<file path="config.mk">
export PLATFORM = sky130hd
export DESIGN_NAME = ps2_keyboard_rx
export DESIGN_NICKNAME = d
export VERILOG_FILES = /design/src/source/ps2_pkg.sv /design/src/source/key_event_if.sv /design/src/source/key_decoder.sv /design/src/source/key_output_buffer.sv /design/src/source/ps2_frame_receiver.sv /design/src/source/ps2_keyboard_rx.sv
export VERILOG_INCLUDE_DIRS = /design/src /design/src/source
export SDC_FILE = /design/constraint.sdc
export NUM_CORES = 1
export LEC_CHECK = 0
export BUFFER_PORTS_ARGS = -buffer_cell sky130_fd_sc_hd__clkbuf_2
export CAP_MARGIN = 10
export CORE_MARGIN = 4
export CORE_UTILIZATION = 40
export CTS_CLUSTER_DIAMETER = 60
export DETAILED_ROUTE_END_ITERATION = 8
export PLACE_DENSITY = 0.55
export SYNTH_ARGS = -nofsm -noshare
export SYNTH_HDL_FRONTEND = slang
export SYNTH_SLANG_ARGS = --single-unit
export TNS_END_PERCENT = 50
</file>
<file path="constraint.sdc">
create_clock -name clk -period 3.3 [get_ports clk]
set_input_delay 0.165 -clock clk [delete_from_list [all_inputs] [get_ports clk]]
set_output_delay 0.165 -clock clk [all_outputs]
set_load 0.005 [all_outputs]
</file>
<file path="src/source/ps2_defines.svh">
//----------------------------------------------------------
// Frame and timing constants of the PS/2 receiver
// Special scan codes for prefixes, shift and caps lock
//----------------------------------------------------------
`ifndef PS2_DEFINES_SVH
`define PS2_DEFINES_SVH

// Frame layout of start, 8 data bits, parity and stop
`define PS2_FRAME_BITS      11

// Idle line-clock watchdog of 60 us at 10 MHz
`define PS2_WATCHDOG_CYCLES 600
`define PS2_WATCHDOG_BITS   10

// Prefix codes
`define PS2_EXTEND_CODE     8'hE0  // Extended key follows
`define PS2_RELEASE_CODE    8'hF0  // Key release follows

// Keys with state kept in the decoder
`define PS2_LEFT_SHIFT      8'h12
`define PS2_RIGHT_SHIFT     8'h59
`define PS2_CAPS_LOCK       8'h58

`endif

</file>
<file path="src/source/ps2_pkg.sv">
//----------------------------------------------------------
// Shared types of the PS/2 keyboard receiver
// Vector typedefs for codes, counters and the frame
// State enums of the receiver and the output buffer
//----------------------------------------------------------
`include "ps2_defines.svh"

package ps2_pkg;

  typedef logic [7:0]                        scan_code_t;       // Raw keyboard code
  typedef logic [6:0]                        ascii_t;           // 7-bit character
  typedef logic [`PS2_FRAME_BITS-1:0]        frame_t;           // Whole frame incl. framing
  typedef logic [3:0]                        bit_count_t;       // Bits seen in a frame
  typedef logic [`PS2_WATCHDOG_BITS-1:0]     watchdog_count_t;  // Idle line timer

  // Receiver follows the line clock and markers last one cycle
  typedef enum logic [1:0] {
    rx_clk_high  = 2'd0,  // Line clock idle or high
    rx_fall_mark = 2'd1,  // Falling edge seen, sample data
    rx_clk_low   = 2'd2,  // Line clock low
    rx_rise_mark = 2'd3   // Rising edge seen
  } rx_state_e;

  // Output buffer holds one event for the host
  typedef enum logic {
    buf_empty = 1'b0,
    buf_ready = 1'b1
  } ready_state_e;

endpackage

</file>
<file path="src/source/key_event_if.sv">
//----------------------------------------------------------
// Key event link from the decoder to the output buffer
// One-cycle valid pulse with the event payload
//----------------------------------------------------------
`timescale 1ns/1ps

interface key_event_if;

  logic                 key_valid;  // One cycle per key event
  logic                 extended;   // E0 prefix came before the code
  logic                 released;   // F0 prefix came before the code
  ps2_pkg::scan_code_t  scan_code;
  ps2_pkg::ascii_t      ascii;

  // Decoder side
  modport source (
    output key_valid, extended, released, scan_code, ascii
  );

  // Buffer side without back-pressure
  modport sink (
    input  key_valid, extended, released, scan_code, ascii
  );

endinterface

</file>
<file path="src/source/key_decoder.sv">
//----------------------------------------------------------
// Key decoder
// E0/F0 prefix flags, shift and caps lock state,
// scan code to ASCII lookup and event register
//----------------------------------------------------------
`timescale 1ns/1ps
`include "ps2_defines.svh"

module key_decoder (
  input  logic                clk,
  input  logic                reset,
  input  logic                code_valid,
  input  ps2_pkg::scan_code_t scan_code,
  key_event_if.source         evt,
  output logic                shift_key_on,
  output logic                caps_lock
);

  logic hold_extended;   // E0 seen, waiting for the key code
  logic hold_released;   // F0 seen, waiting for the key code
  logic left_shift;
  logic right_shift;
  logic is_prefix;
  logic key_code;        // Real key code this cycle

  // Letters follow shift or caps and digits exist only unshifted
  function automatic ps2_pkg::ascii_t to_ascii(input ps2_pkg::scan_code_t code,
                                               input logic shift,
                                               input logic caps);
    ps2_pkg::ascii_t letter;
    ps2_pkg::ascii_t other;
    letter = 7'h00;
    other  = 7'h00;
    case (code)
      8'h1c: letter = 7'h61;  // a
      8'h32: letter = 7'h62;  // b
      8'h21: letter = 7'h63;
      8'h23: letter = 7'h64;
      8'h24: letter = 7'h65;  // e
      8'h2b: letter = 7'h66;
      8'h34: letter = 7'h67;
      8'h33: letter = 7'h68;
      8'h43: letter = 7'h69;  // i
      8'h3b: letter = 7'h6a;
      8'h42: letter = 7'h6b;
      8'h4b: letter = 7'h6c;
      8'h3a: letter = 7'h6d;  // m
      8'h31: letter = 7'h6e;
      8'h44: letter = 7'h6f;
      8'h4d: letter = 7'h70;
      8'h15: letter = 7'h71;  // q
      8'h2d: letter = 7'h72;
      8'h1b: letter = 7'h73;
      8'h2c: letter = 7'h74;
      8'h3c: letter = 7'h75;  // u
      8'h2a: letter = 7'h76;
      8'h1d: letter = 7'h77;
      8'h22: letter = 7'h78;
      8'h35: letter = 7'h79;
      8'h1a: letter = 7'h7a;  // z
      8'h45: other  = shift ? 7'h00 : 7'h30;  // 0
      8'h16: other  = shift ? 7'h00 : 7'h31;
      8'h1e: other  = shift ? 7'h00 : 7'h32;
      8'h26: other  = shift ? 7'h00 : 7'h33;
      8'h25: other  = shift ? 7'h00 : 7'h34;
      8'h2e: other  = shift ? 7'h00 : 7'h35;  // 5
      8'h36: other  = shift ? 7'h00 : 7'h36;
      8'h3d: other  = shift ? 7'h00 : 7'h37;
      8'h3e: other  = shift ? 7'h00 : 7'h38;
      8'h46: other  = shift ? 7'h00 : 7'h39;  // 9
      8'h29: other  = 7'h20;  // Space
      8'h5a: other  = 7'h0d;  // Enter
      8'h66: other  = 7'h08;  // Backspace
      8'h76: other  = 7'h1b;  // Escape
      default: other = 7'h00;
    endcase
    // Upper case sits 20h below lower case
    if (letter != 7'h00)
      return (shift || caps) ? (letter - 7'h20) : letter;
    else
      return other;
  endfunction

  assign is_prefix = (scan_code == `PS2_EXTEND_CODE) || (scan_code == `PS2_RELEASE_CODE);
  assign key_code  = code_valid && !is_prefix;

  //----------------------------------------------------------
  // Prefix flags, modifier state and event strobe
  //----------------------------------------------------------
  always_ff @(posedge clk)
  begin
    if (reset)
    begin
      hold_extended <= 1'b0;
      hold_released <= 1'b0;
      left_shift    <= 1'b0;
      right_shift   <= 1'b0;
      caps_lock     <= 1'b0;
      evt.key_valid <= 1'b0;
    end
    else
    begin
      evt.key_valid <= key_code;
      if (code_valid && (scan_code == `PS2_EXTEND_CODE))
        hold_extended <= 1'b1;
      if (code_valid && (scan_code == `PS2_RELEASE_CODE))
        hold_released <= 1'b1;
      if (key_code)
      begin
        hold_extended <= 1'b0;  // Flags go out with this event
        hold_released <= 1'b0;
        if (scan_code == `PS2_LEFT_SHIFT)
          left_shift <= !hold_released;
        if (scan_code == `PS2_RIGHT_SHIFT)
          right_shift <= !hold_released;
        if ((scan_code == `PS2_CAPS_LOCK) && !hold_released)
          caps_lock <= !caps_lock;  // Toggle on press only
      end
    end
  end

  // Payload uses modifier state from before this code
  always_ff @(posedge clk)
  begin
    if (key_code)
    begin
      evt.extended  <= hold_extended;
      evt.released  <= hold_released;
      evt.scan_code <= scan_code;
      evt.ascii     <= to_ascii(scan_code, shift_key_on, caps_lock);
    end
  end

  assign shift_key_on = left_shift || right_shift;

endmodule

</file>
<file path="src/source/key_output_buffer.sv">
//----------------------------------------------------------
// Key output buffer
// Holds the latest key event and data-ready for the host
//----------------------------------------------------------
`timescale 1ns/1ps

module key_output_buffer (
  input  logic                clk,
  input  logic                reset,
  input  logic                rx_read,        // Host acknowledge
  key_event_if.sink           evt,
  output logic                rx_extended,
  output logic                rx_released,
  output ps2_pkg::scan_code_t rx_scan_code,
  output ps2_pkg::ascii_t     rx_ascii,
  output logic                rx_data_ready
);

  ps2_pkg::ready_state_e state;

  // Newest event always wins, even if unread
  always_ff @(posedge clk)
  begin
    if (reset)
    begin
      rx_extended  <= 1'b0;
      rx_released  <= 1'b0;
      rx_scan_code <= '0;
      rx_ascii     <= '0;
    end
    else if (evt.key_valid)
    begin
      rx_extended  <= evt.extended;
      rx_released  <= evt.released;
      rx_scan_code <= evt.scan_code;
      rx_ascii     <= evt.ascii;
    end
  end

  always_ff @(posedge clk)
  begin
    if (reset)
      state <= ps2_pkg::buf_empty;
    else if (evt.key_valid)
      state <= ps2_pkg::buf_ready;  // Overwrite keeps it ready
    else if (rx_read)
      state <= ps2_pkg::buf_empty;
  end

  assign rx_data_ready = (state == ps2_pkg::buf_ready);

endmodule

</file>
<file path="src/source/ps2_frame_receiver.sv">
//----------------------------------------------------------
// PS/2 frame receiver
// Line synchronizers, line-clock FSM, shift register,
// bit counter and idle watchdog
//----------------------------------------------------------
`timescale 1ns/1ps
`include "ps2_defines.svh"

module ps2_frame_receiver (
  input  logic                clk,
  input  logic                reset,
  input  logic                ps2_clk,
  input  logic                ps2_data,
  output logic                code_valid,   // One cycle per full frame
  output ps2_pkg::scan_code_t scan_code
);

  logic                       ps2_clk_s;     // Synchronized line clock
  logic                       ps2_data_s;    // Synchronized line data
  ps2_pkg::rx_state_e         state;
  ps2_pkg::rx_state_e         next_state;
  ps2_pkg::frame_t            frame_q;
  ps2_pkg::bit_count_t        bit_count;
  ps2_pkg::watchdog_count_t   watchdog_count;
  logic                       watchdog_done;
  logic                       in_marker;

  // Single sync stage on both lines
  always_ff @(posedge clk)
  begin
    ps2_clk_s  <= ps2_clk;
    ps2_data_s <= ps2_data;
  end

  //----------------------------------------------------------
  // Line-clock FSM
  //----------------------------------------------------------
  always_ff @(posedge clk)
  begin
    if (reset)
      state <= ps2_pkg::rx_clk_high;
    else
      state <= next_state;
  end

  always_comb
  begin
    next_state = state;
    unique case (state)
      ps2_pkg::rx_clk_high:  if (!ps2_clk_s) next_state = ps2_pkg::rx_fall_mark;
      ps2_pkg::rx_fall_mark: next_state = ps2_pkg::rx_clk_low;
      ps2_pkg::rx_clk_low:   if (ps2_clk_s) next_state = ps2_pkg::rx_rise_mark;
      ps2_pkg::rx_rise_mark: next_state = ps2_pkg::rx_clk_high;
    endcase
  end

  assign in_marker = (state == ps2_pkg::rx_fall_mark) || (state == ps2_pkg::rx_rise_mark);

  // LSB first, so new bits enter at the top
  always_ff @(posedge clk)
  begin
    if (state == ps2_pkg::rx_fall_mark)
      frame_q <= {ps2_data_s, frame_q[`PS2_FRAME_BITS-1:1]};
  end

  assign code_valid = (bit_count == ps2_pkg::bit_count_t'(`PS2_FRAME_BITS));
  assign scan_code  = frame_q[8:1];  // Drop start, parity and stop

  //----------------------------------------------------------
  // Bit counter and watchdog
  //----------------------------------------------------------
  always_ff @(posedge clk)
  begin
    if (reset || code_valid)
      bit_count <= '0;
    else if (watchdog_done && (state == ps2_pkg::rx_clk_high) && ps2_clk_s)
      bit_count <= '0;  // Partial frame dropped after a long idle line
    else if (state == ps2_pkg::rx_fall_mark)
      bit_count <= bit_count + 4'd1;
  end

  // Restarts on every line edge and saturates at the limit
  always_ff @(posedge clk)
  begin
    if (reset || in_marker)
      watchdog_count <= '0;
    else if (!watchdog_done)
      watchdog_count <= watchdog_count + 1'b1;
  end

  assign watchdog_done =
    (watchdog_count == ps2_pkg::watchdog_count_t'(`PS2_WATCHDOG_CYCLES));

endmodule

</file>
<file path="src/source/ps2_keyboard_rx.sv">
//----------------------------------------------------------
// PS/2 keyboard receiver top level
// Frame receiver, key decoder and output buffer
//----------------------------------------------------------
`timescale 1ns/1ps

module ps2_keyboard_rx (
  input  logic                clk,
  input  logic                reset,
  input  logic                ps2_clk,          // Keyboard line clock
  input  logic                ps2_data,         // Keyboard line data
  input  logic                rx_read,
  output logic                rx_extended,
  output logic                rx_released,
  output logic                rx_shift_key_on,
  output ps2_pkg::scan_code_t rx_scan_code,
  output ps2_pkg::ascii_t     rx_ascii,
  output logic                rx_data_ready,
  output logic                caps_lock
);

  logic                code_valid;
  ps2_pkg::scan_code_t scan_code;

  key_event_if evt_if ();  // Decoder to buffer

  ps2_frame_receiver u_receiver (
    .clk        (clk),
    .reset      (reset),
    .ps2_clk    (ps2_clk),
    .ps2_data   (ps2_data),
    .code_valid (code_valid),
    .scan_code  (scan_code)
  );

  key_decoder u_decoder (
    .clk          (clk),
    .reset        (reset),
    .code_valid   (code_valid),
    .scan_code    (scan_code),
    .evt          (evt_if.source),
    .shift_key_on (rx_shift_key_on),
    .caps_lock    (caps_lock)
  );

  key_output_buffer u_buffer (
    .clk           (clk),
    .reset         (reset),
    .rx_read       (rx_read),
    .evt           (evt_if.sink),
    .rx_extended   (rx_extended),
    .rx_released   (rx_released),
    .rx_scan_code  (rx_scan_code),
    .rx_ascii      (rx_ascii),
    .rx_data_ready (rx_data_ready)
  );

endmodule

</file>
# Word level (Yosys, flattened, before mapping)
# Cells that the tools add are included.
[classes] n_addsub=3 n_eq_ne=52 mux=20 reduce_logical=24
[ops] operator="8-bit by 6-bit equality test with 1-bit output (second input constant)" n=23
[ops] operator="7-bit one-hot mux with 26 select lines" n=1
[ops] operator="7-bit one-hot mux with 14 select lines" n=1
[ops] operator="8-bit by 7-bit equality test with 1-bit output (second input constant)" n=12
[ops] operator="8-bit by 5-bit equality test with 1-bit output (second input constant)" n=8
[ops] operator="6-bit 2-to-1 mux" n=10
[ops] operator="7-bit 2-to-1 mux" n=3
[ops] operator="8-bit equality test (second input constant)" n=2
[ops] operator="10-bit by 1-bit adder with 10-bit output (second input constant)" n=1
[ops] operator="10-bit equality test (second input constant)" n=1
[ops] operator="2-bit one-hot mux with 4 select lines" n=1
[ops] operator="2-bit AND reduction" n=4
[ops] operator="7-bit nonzero test" n=1
[ops] operator="7-bit by 6-bit subtractor with 7-bit output (second input constant)" n=1
[ops] operator="1-bit logical AND" n=6
[ops] operator="1-bit logical OR" n=6
[ops] operator="4-bit by 1-bit adder with 4-bit output (second input constant)" n=1
[ops] operator="2-bit equality test (second input constant)" n=2
[ops] operator="4-bit equality test (second input constant)" n=1
[ops] operator="2-bit 2-to-1 mux" n=2
[ops] operator="2-bit OR reduction" n=2
[ops] operator="1-bit zero test" n=3
[ops] operator="2-bit by 1-bit equality test with 1-bit output (second input constant)" n=1
[ops] operator="2-bit zero test" n=1
[ops] operator="other kinds (4)" n=5
[totals] regBits=70 input_bits=5 out_inout_bits=20 word_cells=120

# Logic depth before layout (Yosys ltp)
[logic_depth] depth_word=8 mapped_depth=10 mapped_depth_nobuf=8

# Hierarchy
# Synthesis repeated with hierarchy kept, for this count alone.
[unflattened] hier_cells=371 area_unflattened_um2=3687.3
[modules_own_cells] module="key_decoder" n_inst=1 cells_each=199 area_each_um2=1801.7 seq_area_each_um2=630.6
[modules_own_cells] module="ps2_frame_receiver" n_inst=1 cells_each=113 area_each_um2=1234.9 seq_area_each_um2=660.6
[modules_own_cells] module="key_output_buffer" n_inst=1 cells_each=59 area_each_um2=650.6 seq_area_each_um2=360.3

# Least setup slack after synthesis
# Ideal clock, no wire load.
[synth_path] path_kind="reg-to-reg" startpoint="reg u_receiver.frame_q[8]" endpoint="reg u_decoder.evt.ascii[5], data pin" setup_time_ns=0.261 arrival_time_ns=2.369 required_time_ns=3.039 slack_ns=0.670 stages_incl_launch_ff=10 n_path_buf=1 period_less_slack_ns=2.630 path_cell_list="edfxtp_1 buf_2 or4b_1 or3_1 o31ai_4 a2111oi_4 nand3_2 inv_1 ha_1 a221o_1"
[synth_between] elab_chain_cells=6 word_cells_on_any_way=47 cone_classes="1 x add/sub; 40 x eq/ne; 5 x mux; 1 x reduce/logical"
[synth_rtl] element="from (decl)" line_no="ps2_frame_receiver.sv:22" source="ps2_pkg::frame_t frame_q;"
[synth_rtl] element="from (signal assigned)" line_no="ps2_frame_receiver.sv:63" source="frame_q <= {ps2_data_s, frame_q[`PS2_FRAME_BITS-1:1]};"
[synth_rtl] element="8-bit by 5-bit equality test with 1-bit output (tied with other cells)" line_no="key_decoder.sv:34" source="case (code)"
[synth_rtl] element="7-bit one-hot mux with 26 select lines" line_no="key_decoder.sv:34"
[synth_rtl] element="7-bit 2-to-1 mux" line_no="key_decoder.sv:125" source="if (key_code)"
[synth_rtl] element="7-bit by 6-bit subtractor with 7-bit output" line_no="key_decoder.sv:79" source="return (shift || caps) ? (letter - 7'h20) : letter;"
[synth_rtl] element="7-bit 2-to-1 mux" line_no="key_decoder.sv:79"
[synth_rtl] element="7-bit 2-to-1 mux *" line_no="key_decoder.sv:78" source="if (letter != 7'h00)"
[synth_rtl] element="to (signal assigned)" line_no="key_decoder.sv:130" source="evt.ascii <= to_ascii(scan_code, shift_key_on, caps_lock);"
[synth_rtl] element="to (decl)" line_no="key_event_if.sv:17" source="output key_valid, extended, released, scan_code, ascii"
# Mark *: on every way between the ends. The rest lies on a longest branch, timed or not. The select of a mux whose other input is x is not followed.
# A chain may end at the register's enable or synchronous reset.

# Worst setup path after layout
[layout_path] startpoint="reg u_receiver.frame_q[7]" endpoint="reg u_decoder.evt.ascii[5], data pin"
# The elaborated chain is that of the path after synthesis.

==> impl_metrics.toml <==
[clock_network]
cts.clk_slew.worst_paths_ps = 90
clk_latency_ps = 340
clk_path_buf_depth = 2
tritoncts = "built"
h-tree-depth = 3
clock-sinks = 69
cts_setup_buffers = 0
cts_inserted_buffers = 9
post_cts_resized = 0
cts_root_buf = "clkbuf_8"

[placement]
hpwl_um = 5400
dpl_worst_slack_ps = 409
portBuffers = 24
routabilityCongestion = 0.976

[sta]
slew_headroom_pct = 26.8
rsz0062_at_grt = "no"
timing.final.ws_setup_ps = 414
setup_viol = 0
finalHoldViolCount = 0
clock_skew_ps = 11.5
finalWorstPathRequiredPeriod_ps = 2890
tightestPinTransition_ps = 1100
fin_crit_sh_pct = 87.4
max_clock_freq_ghz = 0.347
holdWs_ps = 87.6
slew_violations = 0
fin_tns_setup_ps = 0

[worst_setup_path]
critPathKind = "register to register"
reg2reg_to = "u_decoder.evt.ascii[5]$_DFFE_PP_"
rrSetupSlack_ps = 410
end_kind = "register"
critPathLaunchType = "register"
r2r_start = "u_receiver.frame_q[7]$_DFFE_PP_"
crit_arrival_ps = 2980
reg2reg_depth = 8
startpoint = "u_receiver.frame_q[7]$_DFFE_PP_"
worstPathMaxFanout = 17
crit_end = "u_decoder.evt.ascii[5]$_DFFE_PP_"
cp_data_required_time_ps = 3400

[final_layout]
multi_input_area_um2 = 1640
layout-drive-gt1-share_pct = 16.1
syn2layout_area_growth_pct = 14.1
finalNetCount = 393
regArea_um2 = 1650
n_antenna_cell = 0
fill_cells = 795

[synth]
syn_nets = 366
avgSynthCellArea_um2 = 9.76
syn-cell-area_um2 = 3440
synth_top_cell_by_area = "dfxtp_1"
synth_top_cell_area_share_pct = 24.5
yosys-top-cells-area = "dfxtp_1 (24%), edfxtp_1 (24%), mux2i_1 (7.3%), nor2_1 (6.3%), ha_1 (3.3%)"
yosysUniqueCellTypes = 58
yosysWarnings = 0
ys_seq_area_share_pct = 48.1
ys_ff_latch = 69
async_reset_ff_share_pct = 0
ys.flop_type = "dfxtp_1"
synth_edf_count = 27
synthCells = 352

[drt]
firstDrtPassIters = 5
routedWlPerCell_um = 16.0
vias_per_cell = 5.40
drc = 0
wirelength_um = 7810
ant_nets = 0
drt-initial-drc-count = 319
via_count = 2639

[power]
vdd_drop_max_mv = 0.331
power.density_nw_per_um2 = 648
leakagePower_nw = 1.44

[floorplanning]
die_x_um = 101
dieArea_um2 = 10100
start_util_pct = 41.4
ioPinCount = 25
core_area_um2 = 8300
die_h_um = 101
num_rows = 33

[global_routing]
grt_max_degree = 29
grt_pass1_wl_um = 13300
grt_usage_pct = 16.8
overflow = 0
antenna_found_initial = 0
grt_pass1_vias = 2540

[min_path]
hp-class = "primary input to register"

[outcome]
status = "finished, final reports clean"

[run]
maxCapViolations = 0
==> sequential cells by signal (all words and copies together) (netlist names), 2 cells and up <==
| name | cells |
|---|---|
| u_receiver.frame_q | 10 |
| u_buffer.rx_scan_code | 8 |
| u_decoder.evt.ascii | 7 |
| u_receiver.state | 2 |
| u_buffer.rx_ascii | 7 |
| u_decoder.evt.scan_code | 8 |
| u_receiver.bit_count | 4 |
| u_receiver.watchdog_count | 10 |
==> synthesized netlist by cell type (2+ instances only) <==
cell,n
nor2_1,58
dfxtp_1,42
edfxtp_1,27
mux2i_1,25
nand3_1,19
nand2_1,18
o21ai_0,14
a21oi_1,12
inv_1,12
clkbuf_1,9
ha_1,9
nor2b_1,9
buf_2,7
nand2b_1,7
nor3_1,7
nand4_1,6
xnor2_1,6
xor2_1,5
a31oi_1,4
buf_1,4
or3_1,4
a32oi_1,3
nor3b_1,3
nor4_1,3
nor4b_1,3
and3b_1,2
nor4bb_1,2
o21ai_1,2
==> where the power goes <==
part | total, mW | switching, mW | internal (mW)
logic | 0.633 | 0.378 | 0.255
registers | 1.13 | 0.144 | 0.988
clock network | 0.774 | 0.367 | 0.407
==> placed cells by master (no fill, tap or decap), types with 2 or more instances in the layout <==
| cell | n |
|---|---|
| nor4bb_1 | 2 |
| clkbuf_8 | 9 |
| a21oi_1 | 12 |
| nor4_1 | 3 |
| nor2_1 | 58 |
| o21ai_0 | 14 |
| and3b_1 | 2 |
| nor2b_1 | 9 |
| xor2_1 | 5 |
| clkbuf_2 | 24 |
| inv_1 | 12 |
| dlygate4sd3_1 | 2 |
| ha_1 | 9 |
| nand4_1 | 6 |
| nand2_1 | 18 |
| nor4b_1 | 3 |
| nor3b_1 | 3 |
| edfxtp_1 | 27 |
| a32oi_1 | 3 |
| or3_1 | 4 |
| xnor2_1 | 6 |
| nor3_1 | 7 |
| buf_4 | 12 |
| dfxtp_1 | 42 |
| a31oi_1 | 4 |
| nand2b_1 | 7 |
| clkinv_4 | 3 |
| mux2i_1 | 25 |
| nand3_1 | 19 |
| o21ai_1 | 2 |
==> how the worst min path moves through the flow <==
stage / cells after the start / slack, ps / from / to
after floorplan: 0 / 190 / ps2_clk / u_receiver.ps2_clk_s$_DFF_P_
after global placement: 1 / 270 / ps2_data / u_receiver.ps2_data_s$_DFF_P_
after detailed placement: 1 / 270 / ps2_data / u_receiver.ps2_data_s$_DFF_P_
after CTS: 4 / 70 / rx_read / u_buffer.rx_data_ready$_SDFFE_PP0P_
after global routing: 4 / 90 / rx_read / u_buffer.rx_data_ready$_SDFFE_PP0P_
final: 4 / 90 / rx_read / u_buffer.rx_data_ready$_SDFFE_PP0P_
==> critical path: stages (launching register included) <==
cell and delay [ps]:
edfxtp_1 660, or4b_1 540, or3_1 440, o31ai_4 100
a2111oi_4 100, nand3_2 140, inv_1 60, ha_1 280
a221o_1 320
==> metal layers <==
layer | vias up | wire [um] | track usage, %
met3 | 8 | 506 | 3.39
met2 | 82 | 3350 | 23.8
met1 | 1240 | 3850 | 24.8
li1 | 1309 | - | -
met5 | - | 0 | 0
met4 | 0 | 107 | 7.05
==> layout make-up <==
class | instances | share of cell area (%)
multi-input cells | 249 | 41.7
inverters | 12 | 1.15
clock inverters | 6 | 1.95
well taps | 105 | 3.35
repair buffers | 38 | 5.87
clock buffers | 10 | 3.80
flip-flops and latches | 69 | 42.1
==> cell families after synthesis <==
logic type      count (synthesis)  synth area share [%]
simple gates                  154                  23.5
flops                          69                  48.1
compound gates                 48                  10.1
buf+inv                        34                  4.30
mux                            27                  7.94
xor+xnor                       11                  2.80
fa+ha+maj                       9                  3.28
==> per-stage QoR <==
step	instance area, um2	instances	utilization, %	total power [mW]
4_1_cts	3920	489	47.2	2.56
3_3_place_gp	3670	471	44.3	1.77
6_report	3920	489	47.2	2.54
3_5_place_dp	3670	471	44.3	1.77
2_1_floorplan	3440	352	-	1.58
5_1_grt	3920	489	47.2	2.70
==> timing repair <==
item                                    CTS  global route
endpoints found under the setup margin    0             0
hold buffers                              2             0
endpoints found under the hold margin     2             0
No activity file was read; power rests on OpenSTA's default activity.
